### src/include/rv_params.svh
// rv32i core parameters
// widths, reset vector and the major opcodes decoded by the core
`ifndef RV_PARAMS_SVH
`define RV_PARAMS_SVH

`define RV_XLEN        32             // data and address width
`define RV_REG_AW      5              // register address width
`define RV_PC_RESET    32'h0000_0000  // first fetch address

////////////////////////////////////////////////////////////////////////////
// major opcodes, instr[6:0]
////////////////////////////////////////////////////////////////////////////
`define RV_OPC_OP      7'b0110011     // register-register alu
`define RV_OPC_OPIMM   7'b0010011     // register-immediate alu
`define RV_OPC_LUI     7'b0110111
`define RV_OPC_AUIPC   7'b0010111
`define RV_OPC_BRANCH  7'b1100011     // beq .. bgeu
`define RV_OPC_JAL     7'b1101111
`define RV_OPC_JALR    7'b1100111
`define RV_OPC_STORE   7'b0100011     // sb, sh, sw

`endif

### src/verilog/rv_pkg.sv
// rv32i core types
// instruction word formats and the decoded operation codes
package rv_pkg;

  // six views of one instruction word, msb first
  typedef struct packed {
    logic [6:0]  funct7;
    logic [4:0]  rs2;
    logic [4:0]  rs1;
    logic [2:0]  funct3;
    logic [4:0]  rd;
    logic [6:0]  opcode;
  } r_fmt_t;

  typedef struct packed {
    logic [11:0] imm_11_0;
    logic [4:0]  rs1;
    logic [2:0]  funct3;
    logic [4:0]  rd;
    logic [6:0]  opcode;
  } i_fmt_t;

  typedef struct packed {
    logic [6:0]  imm_11_5;
    logic [4:0]  rs2;
    logic [4:0]  rs1;
    logic [2:0]  funct3;
    logic [4:0]  imm_4_0;
    logic [6:0]  opcode;
  } s_fmt_t;

  typedef struct packed {
    logic        imm_12;
    logic [5:0]  imm_10_5;
    logic [4:0]  rs2;
    logic [4:0]  rs1;
    logic [2:0]  funct3;
    logic [3:0]  imm_4_1;
    logic        imm_11;
    logic [6:0]  opcode;
  } b_fmt_t;

  typedef struct packed {
    logic [19:0] imm_31_12;
    logic [4:0]  rd;
    logic [6:0]  opcode;
  } u_fmt_t;

  typedef struct packed {
    logic        imm_20;
    logic [9:0]  imm_10_1;
    logic        imm_11;
    logic [7:0]  imm_19_12;
    logic [4:0]  rd;
    logic [6:0]  opcode;
  } j_fmt_t;

  typedef union packed {
    r_fmt_t r_fmt;
    i_fmt_t i_fmt;
    s_fmt_t s_fmt;
    b_fmt_t b_fmt;
    u_fmt_t u_fmt;
    j_fmt_t j_fmt;
  } instr_u;

  typedef enum logic [3:0] {
    ALU_ADD, ALU_SUB, ALU_SLL, ALU_SLT, ALU_SLTU, ALU_XOR,
    ALU_SRL, ALU_SRA, ALU_OR, ALU_AND, ALU_PASS_B
  } alu_op_e;

  typedef enum logic [2:0] {
    KIND_ALU, KIND_BRANCH, KIND_JAL, KIND_JALR, KIND_STORE, KIND_NOP
  } kind_e;

endpackage

### src/verilog/rv_pipe_if.sv
// rv32i stage-to-stage buses
// decode to execute, and execute to result
`timescale 1ns/1ps
`include "rv_params.svh"

interface dec_exe_if;
  import rv_pkg::*;

  logic                  valid;
  logic [`RV_XLEN-1:0]   pc;
  alu_op_e               alu_op;
  kind_e                 kind;
  logic [2:0]            funct3;   // branch condition or store size
  logic                  use_imm;  // operand b is the immediate
  logic                  use_pc;   // operand a is the pc
  logic [`RV_XLEN-1:0]   rs1_val;  // forwarded operands
  logic [`RV_XLEN-1:0]   rs2_val;
  logic [`RV_XLEN-1:0]   imm;
  logic [`RV_REG_AW-1:0] rd;

  modport dec (output valid, pc, alu_op, kind, funct3, use_imm, use_pc, rs1_val, rs2_val,
               imm, rd);
  modport exe (input valid, pc, alu_op, kind, funct3, use_imm, use_pc, rs1_val, rs2_val,
               imm, rd);
endinterface

interface exe_res_if;
  logic                  valid;
  logic                  rd_we;    // never set for x0
  logic [`RV_REG_AW-1:0] rd;
  logic [`RV_XLEN-1:0]   rd_data;
  logic                  st_en;
  logic [`RV_XLEN-1:0]   st_addr;  // word aligned
  logic [`RV_XLEN-1:0]   st_data;  // lanes replicated
  logic [3:0]            st_sel;

  modport exe (output valid, rd_we, rd, rd_data, st_en, st_addr, st_data, st_sel);
  modport res (input valid, rd_we, rd, rd_data, st_en, st_addr, st_data, st_sel);
endinterface

### src/verilog/rv_core.sv
// rv32i core top level
// four-stage pipeline, fetch, decode, execute and result
`timescale 1ns/1ps
`include "rv_params.svh"

module rv_core (
  input  logic                i_clk,
  input  logic                i_rst_n,
  input  logic [`RV_XLEN-1:0] i_instr,
  output logic [`RV_XLEN-1:0] o_iaddr,
  output logic                o_stb_instr,
  input  logic                i_ack_instr,
  output logic                o_wb_stb_data,
  output logic [`RV_XLEN-1:0] o_wb_addr_data,
  output logic [`RV_XLEN-1:0] o_wb_data_data,
  output logic [3:0]          o_wb_sel_data,
  input  logic                i_wb_ack
);

  logic                  stall;        // store waiting for ack
  logic                  redirect;
  logic [`RV_XLEN-1:0]   redirect_pc;
  logic                  f_valid;      // fetch to decode
  logic [`RV_XLEN-1:0]   f_instr;
  logic [`RV_XLEN-1:0]   f_pc;
  logic                  wr_en;        // result to register file
  logic [`RV_REG_AW-1:0] wr_addr;
  logic [`RV_XLEN-1:0]   wr_data;

  dec_exe_if dec_exe_bus ();
  exe_res_if exe_res_bus ();

  rv_fetch fetch_inst (
    .i_clk (i_clk), .i_rst_n (i_rst_n), .i_stall (stall),
    .i_redirect (redirect), .i_redirect_pc (redirect_pc),
    .i_instr (i_instr), .i_ack_instr (i_ack_instr),
    .o_iaddr (o_iaddr), .o_stb_instr (o_stb_instr),
    .o_valid (f_valid), .o_instr (f_instr), .o_pc (f_pc)
  );

  rv_decode decode_inst (
    .i_clk (i_clk), .i_rst_n (i_rst_n), .i_stall (stall), .i_flush (redirect),
    .i_valid (f_valid), .i_instr (f_instr), .i_pc (f_pc),
    .i_wr_en (wr_en), .i_wr_addr (wr_addr), .i_wr_data (wr_data),
    .fwd (exe_res_bus.res), .dx (dec_exe_bus.dec)
  );

  rv_execute execute_inst (
    .i_clk (i_clk), .i_rst_n (i_rst_n), .i_stall (stall),
    .dx (dec_exe_bus.exe), .xr (exe_res_bus.exe),
    .o_redirect (redirect), .o_redirect_pc (redirect_pc)
  );

  rv_result result_inst (
    .i_clk (i_clk), .i_rst_n (i_rst_n), .xr (exe_res_bus.res), .i_wb_ack (i_wb_ack),
    .o_wr_en (wr_en), .o_wr_addr (wr_addr), .o_wr_data (wr_data), .o_stall (stall),
    .o_wb_stb_data (o_wb_stb_data), .o_wb_addr_data (o_wb_addr_data),
    .o_wb_data_data (o_wb_data_data), .o_wb_sel_data (o_wb_sel_data)
  );

endmodule

### src/verilog/rv_decode.sv
// rv32i decode stage
// register file, decode, operand forwarding and the decode/execute register
`timescale 1ns/1ps
`include "rv_params.svh"

module rv_decode (
  input  logic                  i_clk,
  input  logic                  i_rst_n,
  input  logic                  i_stall,
  input  logic                  i_flush,    // redirect, this word is wrong path
  input  logic                  i_valid,
  input  logic [`RV_XLEN-1:0]   i_instr,
  input  logic [`RV_XLEN-1:0]   i_pc,
  input  logic                  i_wr_en,    // register write from result
  input  logic [`RV_REG_AW-1:0] i_wr_addr,
  input  logic [`RV_XLEN-1:0]   i_wr_data,
  exe_res_if.res                fwd,        // instruction now in result
  dec_exe_if.dec                dx
);
  import rv_pkg::*;

  instr_u                ins;
  alu_op_e               alu_op;
  kind_e                 kind;
  logic                  use_imm;
  logic                  use_pc;
  logic [`RV_XLEN-1:0]   imm;
  logic [`RV_XLEN-1:0]   regs [1:2**`RV_REG_AW-1]; // x1..x31
  logic [`RV_XLEN-1:0]   rs1_rd;
  logic [`RV_XLEN-1:0]   rs2_rd;
  logic [`RV_XLEN-1:0]   rs1_q;
  logic [`RV_XLEN-1:0]   rs2_q;
  logic [`RV_REG_AW-1:0] rs1_addr_q;
  logic [`RV_REG_AW-1:0] rs2_addr_q;

  assign ins = i_instr;

  ////////////////////////////////////////////////////////////////////////////
  // decode
  ////////////////////////////////////////////////////////////////////////////
  always_comb begin
    kind    = KIND_NOP;  // unknown opcodes retire as no-ops
    alu_op  = ALU_ADD;
    use_imm = 1'b0;
    use_pc  = 1'b0;
    imm     = '0;
    case (ins.r_fmt.opcode)
      `RV_OPC_OP, `RV_OPC_OPIMM: begin
        kind    = KIND_ALU;
        use_imm = (ins.r_fmt.opcode == `RV_OPC_OPIMM);
        imm     = {{20{ins.i_fmt.imm_11_0[11]}}, ins.i_fmt.imm_11_0};
        case (ins.r_fmt.funct3)
          3'b000: alu_op = (!use_imm && ins.r_fmt.funct7[5]) ? ALU_SUB : ALU_ADD;
          3'b001: alu_op = ALU_SLL;
          3'b010: alu_op = ALU_SLT;
          3'b011: alu_op = ALU_SLTU;
          3'b100: alu_op = ALU_XOR;
          3'b101: alu_op = ins.r_fmt.funct7[5] ? ALU_SRA : ALU_SRL; // srai shares bit 30
          3'b110: alu_op = ALU_OR;
          default: alu_op = ALU_AND;
        endcase
      end
      `RV_OPC_LUI, `RV_OPC_AUIPC: begin
        kind    = KIND_ALU;
        use_imm = 1'b1;
        use_pc  = (ins.r_fmt.opcode == `RV_OPC_AUIPC);
        alu_op  = use_pc ? ALU_ADD : ALU_PASS_B;
        imm     = {ins.u_fmt.imm_31_12, 12'b0};
      end
      `RV_OPC_BRANCH: begin
        kind = KIND_BRANCH;
        imm  = {{19{ins.b_fmt.imm_12}}, ins.b_fmt.imm_12, ins.b_fmt.imm_11,
                ins.b_fmt.imm_10_5, ins.b_fmt.imm_4_1, 1'b0};
      end
      `RV_OPC_JAL: begin
        kind = KIND_JAL;
        imm  = {{11{ins.j_fmt.imm_20}}, ins.j_fmt.imm_20, ins.j_fmt.imm_19_12,
                ins.j_fmt.imm_11, ins.j_fmt.imm_10_1, 1'b0};
      end
      `RV_OPC_JALR: begin
        kind    = KIND_JALR;
        use_imm = 1'b1;  // alu forms rs1 + imm as the target
        imm     = {{20{ins.i_fmt.imm_11_0[11]}}, ins.i_fmt.imm_11_0};
      end
      `RV_OPC_STORE: begin
        kind    = KIND_STORE;
        use_imm = 1'b1;  // address is rs1 + imm
        imm     = {{20{ins.s_fmt.imm_11_5[6]}}, ins.s_fmt.imm_11_5, ins.s_fmt.imm_4_0};
      end
      default: ;
    endcase
  end

  ////////////////////////////////////////////////////////////////////////////
  // register file, write from result bypassed into the read
  ////////////////////////////////////////////////////////////////////////////
  always_ff @(posedge i_clk) begin
    if (i_wr_en && i_wr_addr != '0) begin
      regs[i_wr_addr] <= i_wr_data;
    end
  end

  assign rs1_rd = (ins.r_fmt.rs1 == '0) ? '0 :
                  (i_wr_en && i_wr_addr == ins.r_fmt.rs1) ? i_wr_data : regs[ins.r_fmt.rs1];
  assign rs2_rd = (ins.r_fmt.rs2 == '0) ? '0 :
                  (i_wr_en && i_wr_addr == ins.r_fmt.rs2) ? i_wr_data : regs[ins.r_fmt.rs2];

  // the instruction that was in execute has moved on to result by now
  assign dx.rs1_val = (fwd.valid && fwd.rd_we && fwd.rd == rs1_addr_q) ? fwd.rd_data : rs1_q;
  assign dx.rs2_val = (fwd.valid && fwd.rd_we && fwd.rd == rs2_addr_q) ? fwd.rd_data : rs2_q;

  always_ff @(posedge i_clk or negedge i_rst_n) begin
    if (!i_rst_n) begin
      dx.valid <= 1'b0;
    end else if (!i_stall) begin
      dx.valid <= i_valid && !i_flush; // bubble on flush
    end
  end

  always_ff @(posedge i_clk) begin
    if (!i_stall) begin
      dx.pc      <= i_pc;
      dx.alu_op  <= alu_op;
      dx.kind    <= kind;
      dx.funct3  <= ins.r_fmt.funct3;
      dx.use_imm <= use_imm;
      dx.use_pc  <= use_pc;
      dx.imm     <= imm;
      dx.rd      <= ins.r_fmt.rd;
      rs1_q      <= rs1_rd;
      rs2_q      <= rs2_rd;
      rs1_addr_q <= ins.r_fmt.rs1;
      rs2_addr_q <= ins.r_fmt.rs2;
    end
  end

endmodule

### src/verilog/rv_execute.sv
// rv32i execute stage
// alu, branch compare, redirect, store formatting and the execute/result register
`timescale 1ns/1ps
`include "rv_params.svh"

module rv_execute (
  input  logic                i_clk,
  input  logic                i_rst_n,
  input  logic                i_stall,
  dec_exe_if.exe              dx,
  exe_res_if.exe              xr,
  output logic                o_redirect,     // one cycle pulse
  output logic [`RV_XLEN-1:0] o_redirect_pc
);
  import rv_pkg::*;

  logic [`RV_XLEN-1:0] op_a;
  logic [`RV_XLEN-1:0] op_b;
  logic [`RV_XLEN-1:0] alu_y;
  logic [`RV_XLEN-1:0] st_data;
  logic [3:0]          st_sel;
  logic                cond;     // branch condition holds
  logic                is_jump;
  logic                rd_we;

  assign op_a = dx.use_pc ? dx.pc : dx.rs1_val;
  assign op_b = dx.use_imm ? dx.imm : dx.rs2_val;

  always_comb begin
    case (dx.alu_op)
      ALU_SUB:    alu_y = op_a - op_b;
      ALU_SLL:    alu_y = op_a << op_b[4:0];
      ALU_SLT:    alu_y = {{(`RV_XLEN-1){1'b0}}, $signed(op_a) < $signed(op_b)};
      ALU_SLTU:   alu_y = {{(`RV_XLEN-1){1'b0}}, op_a < op_b};
      ALU_XOR:    alu_y = op_a ^ op_b;
      ALU_SRL:    alu_y = op_a >> op_b[4:0];
      ALU_SRA:    alu_y = $signed(op_a) >>> op_b[4:0];
      ALU_OR:     alu_y = op_a | op_b;
      ALU_AND:    alu_y = op_a & op_b;
      ALU_PASS_B: alu_y = op_b;      // lui
      default:    alu_y = op_a + op_b;
    endcase
  end

  always_comb begin
    case (dx.funct3)
      3'b000:  cond = dx.rs1_val == dx.rs2_val;
      3'b001:  cond = dx.rs1_val != dx.rs2_val;
      3'b100:  cond = $signed(dx.rs1_val) < $signed(dx.rs2_val);
      3'b101:  cond = $signed(dx.rs1_val) >= $signed(dx.rs2_val);
      3'b110:  cond = dx.rs1_val < dx.rs2_val;
      3'b111:  cond = dx.rs1_val >= dx.rs2_val;
      default: cond = 1'b0;
    endcase
  end

  assign is_jump       = (dx.kind == KIND_JAL) || (dx.kind == KIND_JALR);
  assign rd_we         = (dx.kind == KIND_ALU || is_jump) && dx.rd != '0; // x0 stays zero
  assign o_redirect    = dx.valid && !i_stall && (is_jump || (dx.kind == KIND_BRANCH && cond));
  assign o_redirect_pc = (dx.kind == KIND_JALR) ? {alu_y[`RV_XLEN-1:1], 1'b0} : dx.pc + dx.imm;

  // store lanes follow size and the low address bits
  always_comb begin
    case (dx.funct3[1:0])
      2'b00: begin
        st_data = {4{dx.rs2_val[7:0]}};
        st_sel  = 4'b0001 << alu_y[1:0];
      end
      2'b01: begin
        st_data = {2{dx.rs2_val[15:0]}};
        st_sel  = alu_y[1] ? 4'b1100 : 4'b0011;
      end
      default: begin
        st_data = dx.rs2_val;
        st_sel  = 4'b1111;
      end
    endcase
  end

  always_ff @(posedge i_clk or negedge i_rst_n) begin
    if (!i_rst_n) begin
      xr.valid <= 1'b0;
    end else if (!i_stall) begin
      xr.valid <= dx.valid;
    end
  end

  always_ff @(posedge i_clk) begin
    if (!i_stall) begin
      xr.rd_we   <= rd_we;
      xr.rd      <= dx.rd;
      xr.rd_data <= is_jump ? dx.pc + `RV_XLEN'd4 : alu_y; // link value for jumps
      xr.st_en   <= (dx.kind == KIND_STORE);
      xr.st_addr <= {alu_y[`RV_XLEN-1:2], 2'b00};
      xr.st_data <= st_data;
      xr.st_sel  <= st_sel;
    end
  end

endmodule

### src/verilog/rv_fetch.sv
// rv32i fetch stage
// pc, instruction-memory request and redirect handling
`timescale 1ns/1ps
`include "rv_params.svh"

module rv_fetch (
  input  logic                i_clk,
  input  logic                i_rst_n,
  input  logic                i_stall,        // store waiting on the data bus
  input  logic                i_redirect,     // taken branch or jump in execute
  input  logic [`RV_XLEN-1:0] i_redirect_pc,
  input  logic [`RV_XLEN-1:0] i_instr,
  input  logic                i_ack_instr,
  output logic [`RV_XLEN-1:0] o_iaddr,
  output logic                o_stb_instr,
  output logic                o_valid,        // o_instr holds an acked word
  output logic [`RV_XLEN-1:0] o_instr,
  output logic [`RV_XLEN-1:0] o_pc
);

  logic [`RV_XLEN-1:0] pc_q;   // address of the request on the bus
  logic                accept; // word taken this cycle

  assign o_iaddr     = pc_q;
  assign o_stb_instr = !i_stall && !i_redirect; // addr only moves with stb low or on ack
  assign accept      = o_stb_instr && i_ack_instr;

  always_ff @(posedge i_clk or negedge i_rst_n) begin
    if (!i_rst_n) begin
      pc_q    <= `RV_PC_RESET;
      o_valid <= 1'b0;
    end else if (i_redirect) begin
      pc_q    <= i_redirect_pc; // new request next cycle
      o_valid <= 1'b0;          // drop the wrong-path word
    end else if (!i_stall) begin
      o_valid <= accept;
      if (accept) begin
        pc_q <= pc_q + `RV_XLEN'd4;
      end
    end
  end

  always_ff @(posedge i_clk) begin
    if (accept) begin
      o_instr <= i_instr;
      o_pc    <= pc_q;
    end
  end

endmodule

### src/verilog/rv_result.sv
// rv32i result stage
// register-file write and the store bus, stalling the pipeline until ack
`timescale 1ns/1ps
`include "rv_params.svh"

module rv_result (
  input  logic                  i_clk,
  input  logic                  i_rst_n,
  exe_res_if.res                xr,
  input  logic                  i_wb_ack,
  output logic                  o_wr_en,
  output logic [`RV_REG_AW-1:0] o_wr_addr,
  output logic [`RV_XLEN-1:0]   o_wr_data,
  output logic                  o_stall,        // freezes every stage
  output logic                  o_wb_stb_data,
  output logic [`RV_XLEN-1:0]   o_wb_addr_data,
  output logic [`RV_XLEN-1:0]   o_wb_data_data,
  output logic [3:0]            o_wb_sel_data
);

  logic st_pend; // store sitting in this stage
  logic gap_q;   // strobe low for one cycle after each ack

  assign st_pend        = xr.valid && xr.st_en;
  assign o_wb_stb_data  = st_pend && !gap_q;
  assign o_wb_addr_data = xr.st_addr;
  assign o_wb_data_data = xr.st_data;
  assign o_wb_sel_data  = xr.st_sel;
  assign o_stall        = st_pend && !(o_wb_stb_data && i_wb_ack); // released in the ack cycle

  assign o_wr_en   = xr.valid && xr.rd_we;
  assign o_wr_addr = xr.rd;
  assign o_wr_data = xr.rd_data;

  always_ff @(posedge i_clk or negedge i_rst_n) begin
    if (!i_rst_n) begin
      gap_q <= 1'b0;
    end else begin
      gap_q <= o_wb_stb_data && i_wb_ack; // back-to-back stores see a low cycle
    end
  end

endmodule
### config.mk
export PLATFORM = sky130hd
export DESIGN_NAME = rv_core
export DESIGN_NICKNAME = d
export VERILOG_FILES = /design/src/verilog/rv_pkg.sv /design/src/verilog/rv_pipe_if.sv /design/src/verilog/rv_core.sv /design/src/verilog/rv_decode.sv /design/src/verilog/rv_execute.sv /design/src/verilog/rv_fetch.sv /design/src/verilog/rv_result.sv
export VERILOG_INCLUDE_DIRS = /design/src /design/src/include
export SDC_FILE = /design/constraint.sdc
export NUM_CORES = 2
export LEC_CHECK = 0
export BUFFER_PORTS_ARGS = -buffer_cell sky130_fd_sc_hd__buf_2
export CORE_MARGIN = 4
export CORE_UTILIZATION = 60
export DETAILED_ROUTE_END_ITERATION = 8
export PLACE_DENSITY = 0.77
export SKIP_CTS_REPAIR_TIMING = 1
export SLEW_MARGIN = 20
export SYNTH_ARGS = -nofsm -noshare
export SYNTH_HDL_FRONTEND = slang
export SYNTH_SLANG_ARGS = --single-unit
export TNS_END_PERCENT = 5
### constraint.sdc
create_clock -name i_clk -period 19.9 [get_ports i_clk]
set_input_delay 0.995 -clock i_clk [delete_from_list [all_inputs] [get_ports i_clk]]
set_output_delay 0.995 -clock i_clk [all_outputs]
set_load 0.01 [all_outputs]
**Word-level counts from Yosys, hierarchy flattened**

Memories as Yosys holds them, arrays and structs flattened. A register that Yosys moved wholly into a read port is not among the register bits.
Cells that the tools add are included.

- Shift-type cells: 4
- Bitwise operators: 3
- Reductions and logical operators: 41
- Equal/unequal tests: 39
- Multiplexer cells: 26
- Add/sub/neg operators: 5
- Magnitude comparators: 6

Operators by type and width:

| kind | number |
|---|---|
| $pmux 32 s10 | 1 |
| $mux 32 | 9 |
| $pmux 32 s5 | 1 |
| $lt 32x32->1 | 4 |
| $add 32x3->32 const B | 2 |
| $add 32x32->32 | 2 |
| $ge 32x32->1 | 2 |
| $pmux 32 s2 | 1 |
| $and 32x32->32 | 1 |
| $eq 32x32->1 | 1 |
| $ne 32x32->1 | 1 |
| $or 32x32->32 | 1 |
| $shl 32x5->32 | 1 |
| $shr 32x5->32 | 1 |
| $sshr 32x5->32 | 1 |
| $sub 32x32->32 | 1 |
| $xor 32x32->32 | 1 |
| $pmux 4 s7 | 1 |
| $eq 3x3->1 const B | 8 |
| $eq 7x6->1 const B | 3 |
| $eq 7x7->1 const B | 3 |
| $eq 4x3->1 const B | 4 |
| $logic_and 1x1->1 | 16 |
| $pmux 4 s2 | 2 |
| other kinds (26) | 56 |

- Word-level logic and storage cells: 149
- Memories: 1
- Register bits after elaboration: 296
- RAM bits: 992

Memory list:

| name | depth | width | read ports | clocked after memory_dff | write ports | RTL line | RTL |
|---|---|---|---|---|---|---|---|
| decode_inst.regs | 31 | 32 | 2 | 2 | 1 | rv_decode.sv:28 | `` logic [`RV_XLEN-1:0] regs [1:2**`RV_REG_AW-1]; `` |

**Longest topological paths before layout**

- Word-level depth: 14
- Gate-level depth with buffers: 25
- Depth with buffers taken out: 19

**Modules after synthesis**

From an unflattened synthesis, not the netlist that was laid out.

- Cell total of the unflattened synthesis: 5,373
- Area total of the unflattened synthesis: 73,927.2 µm²

By module, submodules not included:

| module | cells an instance | times used | area an instance (µm²) |
|---|---|---|---|
| rv_decode | 2,840 | 1 | 52,720.6 |
| rv_execute | 2,140 | 1 | 16,480.8 |
| rv_fetch | 281 | 1 | 3,876.2 |
| rv_result | 112 | 1 | 849.6 |

**Worst setup path before layout**

Ideal clock, no wire load.

- Path kind: input to register
- From: input i_wb_ack
- To: register fetch_inst.o_instr[0] (enable)
- Path slack: 10.973 ns
- Buffers on the path: 1
- Cell stages on the path: 5
- Arrival time: 8.497 ns
- Library setup time: 0.430 ns
- Data required time: 19.470 ns
- Cells stage by stage: a21oi_1 > inv_1 > and2_1 > clkbuf_1 > and2_1

- Cells in the longest elaborated chain, start to end: 9

RTL lines:

| item | RTL line | RTL |
|---|---|---|
| start, declared | rv_core.sv:17 | `input logic i_wb_ack` |
| $logic_and 1x1->1 * | rv_result.sv:29 | `assign o_stall = st_pend && !(o_wb_stb_data && i_wb_ack);` |
| $logic_not 1->1 * | rv_result.sv:29 |  |
| $logic_and 1x1->1 * | rv_result.sv:29 |  |
| $logic_not 1->1 * | rv_execute.sv:59, rv_fetch.sv:25 |  |
| $logic_and 1x1->1 (2 in a row) | rv_execute.sv:59 | `assign o_redirect = dx.valid && !i_stall && (is_jump \|\| (dx.kind == KIND_BRANCH && cond));` |
| $logic_not 1->1 | rv_fetch.sv:25 | `assign o_stb_instr = !i_stall && !i_redirect;` |
| $logic_and 1x1->1 * | rv_fetch.sv:25 |  |
| $logic_and 1x1->1 * | rv_fetch.sv:26 | `assign accept = o_stb_instr && i_ack_instr;` |
| net fetch_inst.accept | rv_fetch.sv:22 | `logic accept;` |
| end signal, assigned | rv_fetch.sv:45 | `o_instr <= i_instr;` |
| end, declared | rv_fetch.sv:17 | `` output logic [`RV_XLEN-1:0] o_instr, `` |

The timed path passes the listed nets; every way through them passes the cells marked *.
A chain may end at the register's enable or synchronous reset.

**Worst setup path in the final report**

- From: register execute_inst.xr.rd[4]
- To: output o_stb_instr

- Cells in the longest elaborated chain, start to end: 10
- Elaborated cells on any way between the ends: 18
- Those cells by class: 4 x order compare; 4 x eq/ne; 3 x mux; 7 x reduce/logical

RTL lines:

| item | RTL line | RTL |
|---|---|---|
| start, declared | rv_pipe_if.sv:37 | `modport exe (output valid, rd_we, rd, rd_data, st_en, st_addr, st_data, st_sel);` |
| $eq 5x5->1, on equally long branches | rv_decode.sv:109, rv_decode.sv:110 |  |
| $logic_and 1x1->1, on equally long branches | rv_decode.sv:109, rv_decode.sv:110 |  |
| $mux 32, on equally long branches | rv_decode.sv:109, rv_decode.sv:110 |  |
| $ge 32x32->1 (tied with other cells) | rv_execute.sv:52 | `3'b111: cond = dx.rs1_val >= dx.rs2_val;` |
| $pmux 1 s6 * | rv_execute.sv:46 | `case (dx.funct3)` |
| $logic_and 1x1->1 * | rv_execute.sv:59 |  |
| $logic_or 1x1->1 * | rv_execute.sv:59 |  |
| $logic_and 1x1->1 * | rv_execute.sv:59 |  |
| $logic_not 1->1 * | rv_fetch.sv:25 |  |
| $logic_and 1x1->1 * | rv_fetch.sv:25 |  |
| end, declared | rv_core.sv:11 | `output logic o_stb_instr,` |

Every way passes the cells marked *; elsewhere a longest branch is shown, timed or not.

==> run summary <==
The total number of vias came out at approximately 54,000. The sum of routed wire length over all layers came out at between 200,000 and 300,000 µm. The synthesized area per cell came out at between 10 and 15 µm². The count of cells along the worst register-to-register path is 20. The number of enable flip-flop cells after synthesis came out at about 1,300. STA classifies the critical path startpoint as a flip-flop. The latest clock arrival within the worst-skew pair came out at ~0.79 ns. The most used flip-flop cell after synthesis is sky130_fd_sc_hd__edfxtp_1.

CTS placed an instance of sky130_fd_sc_hd__clkbuf_16 at the clock tree root. The number of global-route vias before repair came out at about 53,000. Setup total negative slack on the finished layout was measured at 0 ns. For the pin with the worst max-slew slack, the measured transition is 1.182 ns.

The beginning of the worst register-to-register path is execute_inst.xr.rd[4]. Before antenna repair, the detailed router went through 9 iterations. The overall fraction of global-route tracks in use is roughly two fifths.

The worst-case register-to-register setup slack is between 10 and 15 ns. The peak ir drop on the vdd network is 0.0001474 V. The number of clock buffers inserted by TritonCTS is 141.

The worst setup path is of the reg -> out kind. The layout cell share with drive strength beyond 1 came out at between 20 and 25%. After layout, the worst path uses 38.23% of the clock period. The startpoint of the worst setup timing path is execute_inst.xr.rd[4]. The share of flip-flops with an asynchronous set or reset after synthesis came out at between 2 and 3%. sky130_fd_sc_hd__edfxtp_1 takes more of the synthesized area than any other cell. Sorting the synthesized cells by area gives the leading types as sky130_fd_sc_hd__edfxtp_1 (53%), sky130_fd_sc_hd__mux4_2 (18%), sky130_fd_sc_hd__mux2i_1 (4.3%). The die covers approximately 0.13 mm². For this run, design rule violations remaining after detail routing come to 0.

The final setup violation count came out at 0. The endpoint arrival time on the critical path came out at 6.61 ns. The number of violations reported at the end of detailed-routing iteration 0 came out at 9,853. The power density normalized to cell area came out at 110.8 mW/mm². The number of endpoints with negative hold slack in the final report was 0. The flop and latch count out of synthesis is between 1,000 and 1,500. The number of buffers between clock root and the deepest sink is 3. The standard-cell row count is between 100 and 150. In this run the worst setup path terminates at o_stb_instr. Using the TritonRoute via totals, the vias-per-cell ratio works out to roughly 7.6.

The count of buffers from port buffering came out at roughly 140. The number of clock sinks is 1,352. Once detail routing completed, the nets flagged for antenna violations numbered 0.

The min-delay analysis places its worst path in the category in -> async. Data on the critical path is required at its endpoint by 18.91 ns. The placement-stage worst setup slack is approximately 13 ns. The post-layout net count is between 5,000 and 6,000. The run finished with clean final reports. The post-synthesis to final-layout area growth came out at 10.37%. The post-detailed-placement half-perimeter wirelength came out at 169,200 µm.

The starting density of the core came out at between 60% and 70%. The achievable frequency came out at ~130 MHz. The sequential cell area fraction in the yosys report came out at 54.59%. Setup repair after global routing left no endpoint under its margin.

From bottom edge to top edge, the die measures around 360 µm. The finished layout holds roughly 7,000 standard cells, fillers aside. The number of fill cells is a little over 8,000. The H-tree generated during clock tree synthesis spans 4 levels. The final critical-path setup slack came out at 12.29 ns. The worst clock skew on the final layout is roughly 0.03 ns. After detailed routing, the average wire length per cell comes to just under 40 µm. In this run the horizontal extent of the chip is ~360 µm. In this run the worst path has a maximum fanout of 68. The number of antenna violations at the first check in global routing is 19. The shortest clock period the worst path allows after layout came out at approximately 7.6 ns.

The number of maximum-capacitance violations is 0. The library cells used most frequently in the layout, excluding fill and tap cells, are sky130_fd_sc_hd__edfxtp_1 (1,316), sky130_fd_sc_hd__mux4_2 (577), sky130_fd_sc_hd__nor2_1 (383), sky130_fd_sc_hd__mux2i_1 (315), sky130_fd_sc_hd__nand2_1 (286). The area of the core came out at 0.1222 mm². The distinct cell type count of the synthesized netlist is 89.

The number of placed instances, taps included, is roughly 6,800. In this run the tightest slew margin relative to its limit is around a fifth. Leaving out fill and tap cells, the most frequent cell in the layout is sky130_fd_sc_hd__edfxtp_1. The synthesis warning total came out at 0. The number of cells produced by synthesis is ~5,200. The analysis attributes to cell leakage a power of 28.90 nW. The pin count of the biggest net entering global routing came out at 171. The first-pass GRT wire length is between 300,000 and 400,000 µm. The final count of pins violating max slew came out at 0.

The placer's final routability congestion estimate came out at approximately 1.1. The clock tree from TritonCTS is done. The total grt overflow is 0. The nature of the critical path endpoint is an output pin. The synthesized netlist occupies a cell area of approximately 0.074 mm².

The number of placed I/O pins came out at ~140. Clock-pin slew was measured on the worst setup and hold paths at 0.07 ns. The worst register-to-register path ends at execute_inst.xr.rd_data[27].

The area share of the largest cell type after synthesis is roughly 53%.
synth_stat cells, drive strengths merged (9+ instances only):
master / instances
edfxtp: 1316
mux4: 577
nor2: 421
mux2i: 317
nand2: 290
a21oi: 280
clkbuf: 252
o21ai: 173
ha: 161
inv: 139
buf: 120
a211oi: 96
nor3: 90
xnor2: 76
nand3: 67
a21o: 56
mux2: 48
nand4: 45
xor2: 45
nor4: 41
a221oi: 36
dfrtp: 36
a22oi: 35
o22ai: 35
nand2b: 31
o221ai: 29
a31oi: 28
nor2b: 27
o31ai: 26
o211ai: 25
and2: 24
and3: 24
or3: 23
o21bai: 20
a41oi: 15
o21a: 15
or2: 14
a2111oi: 10
o311ai: 9
worst min path at each step:
stage	from	slack (ns)	end
global placement	fetch_inst.o_pc[12]	0.40	decode_inst.dx.pc[12]
CTS	i_instr[0]	0.34	fetch_inst.o_instr[0]
global route	i_rst_n	0.10	fetch_inst.o_iaddr[6]
finish	i_rst_n	0.1	fetch_inst.o_iaddr[6]
detailed placement	fetch_inst.o_pc[23]	0.40	decode_inst.dx.pc[23]
floorplan	fetch_inst.o_pc[0]	0.40	decode_inst.dx.pc[0]
power by group:
part | total [mW] | switching [mW] | internal, mW
logic | 2.48 | 1.71 | 0.768
registers | 3.89 | 0.234 | 3.66
clock network | 2.68 | 1.18 | 1.51
layout make-up:
| class | count | area (µm²) | area share [%] |
|---|---|---|---|
| flip-flops and latches | 1352 | 40420 | 49.46 |
| multi-input cells | 3351 | 31940 | 39.08 |
| clock buffers | 169 | 3675 | 4.497 |
| repair buffers | 301 | 2127 | 2.603 |
| well taps | 1625 | 2033 | 2.488 |
| clock inverters | 88 | 977.2 | 1.196 |
| inverters | 139 | 536.8 | 0.6569 |
| diodes | 5 | 12.51 | 0.01531 |
routing by layer:
layer / GRT usage, % / share of wire, % / vias up
met5: 0 / 0.038 / -
met4: 25.60 / 7.7 / 16
met3: 11.41 / 14 / 1111
met2: 60.98 / 44 / 4675
met1: 55.38 / 34 / 26760
li1: - / - / 21100
flip-flops by register name, summed over array words and instances, names as in the netlist, 3 cells and up:
register                 cells
decode_inst.rs2_q           32
decode_inst.rs1_q           32
fetch_inst.o_instr          32
fetch_inst.o_pc             32
decode_inst.dx.kind          3
fetch_inst.o_iaddr          32
execute_inst.xr.st_sel       4
decode_inst.regs           992
execute_inst.xr.st_addr     30
execute_inst.xr.rd_data     32
execute_inst.xr.st_data     32
decode_inst.rs2_addr_q       5
execute_inst.xr.rd           5
decode_inst.dx.imm          32
decode_inst.dx.alu_op        4
decode_inst.dx.pc           32
decode_inst.rs1_addr_q       5
decode_inst.dx.funct3        3
decode_inst.dx.rd            5
critical path: stages (launching register included):
cell	delay, ns
sky130_fd_sc_hd__edfxtp_1	0.68
sky130_fd_sc_hd__xnor2_1	0.26
sky130_fd_sc_hd__and4_1	0.32
sky130_fd_sc_hd__nand2_2	0.09
sky130_fd_sc_hd__buf_4	0.48
sky130_fd_sc_hd__mux2i_1	0.98
sky130_fd_sc_hd__ha_1	0.37
sky130_fd_sc_hd__nand4_1	0.15
sky130_fd_sc_hd__nor4_1	0.55
sky130_fd_sc_hd__nand4_1	0.23
sky130_fd_sc_hd__or4_1	0.44
sky130_fd_sc_hd__a21o_1	0.18
sky130_fd_sc_hd__a21oi_1	0.14
sky130_fd_sc_hd__nand4_1	0.11
sky130_fd_sc_hd__buf_4	0.34
sky130_fd_sc_hd__and2_1	0.29
sky130_fd_sc_hd__buf_2	0.13
cells by family after synthesis:
| logic type | synth area share [%] |
|---|---|
| XOR/XNOR | 1.431 |
| other | 0.005065 |
| AND/OR/NAND/NOR | 6.993 |
| multiplexers | 22.58 |
| flip-flops | 54.59 |
| adder cells (fa/ha/maj) | 2.802 |
| buffers and inverters | 2.758 |
| AO/OA/AOI/OAI | 8.838 |
stage by stage:
step,hold WS (ns),power [mW],util [%],instance area [µm²]
final,0.09811,9.052,66.87,81720
after global routing,0.1016,9.289,66.86,81700
after CTS,0.3397,8.924,66.78,81610
after detailed placement,0.4045,6.272,62.98,76960
after global placement,0.4012,6.241,62.95,76920
after floorplan,0.4003,5.232,-,74040
No activity file was read; power rests on OpenSTA's default activity.
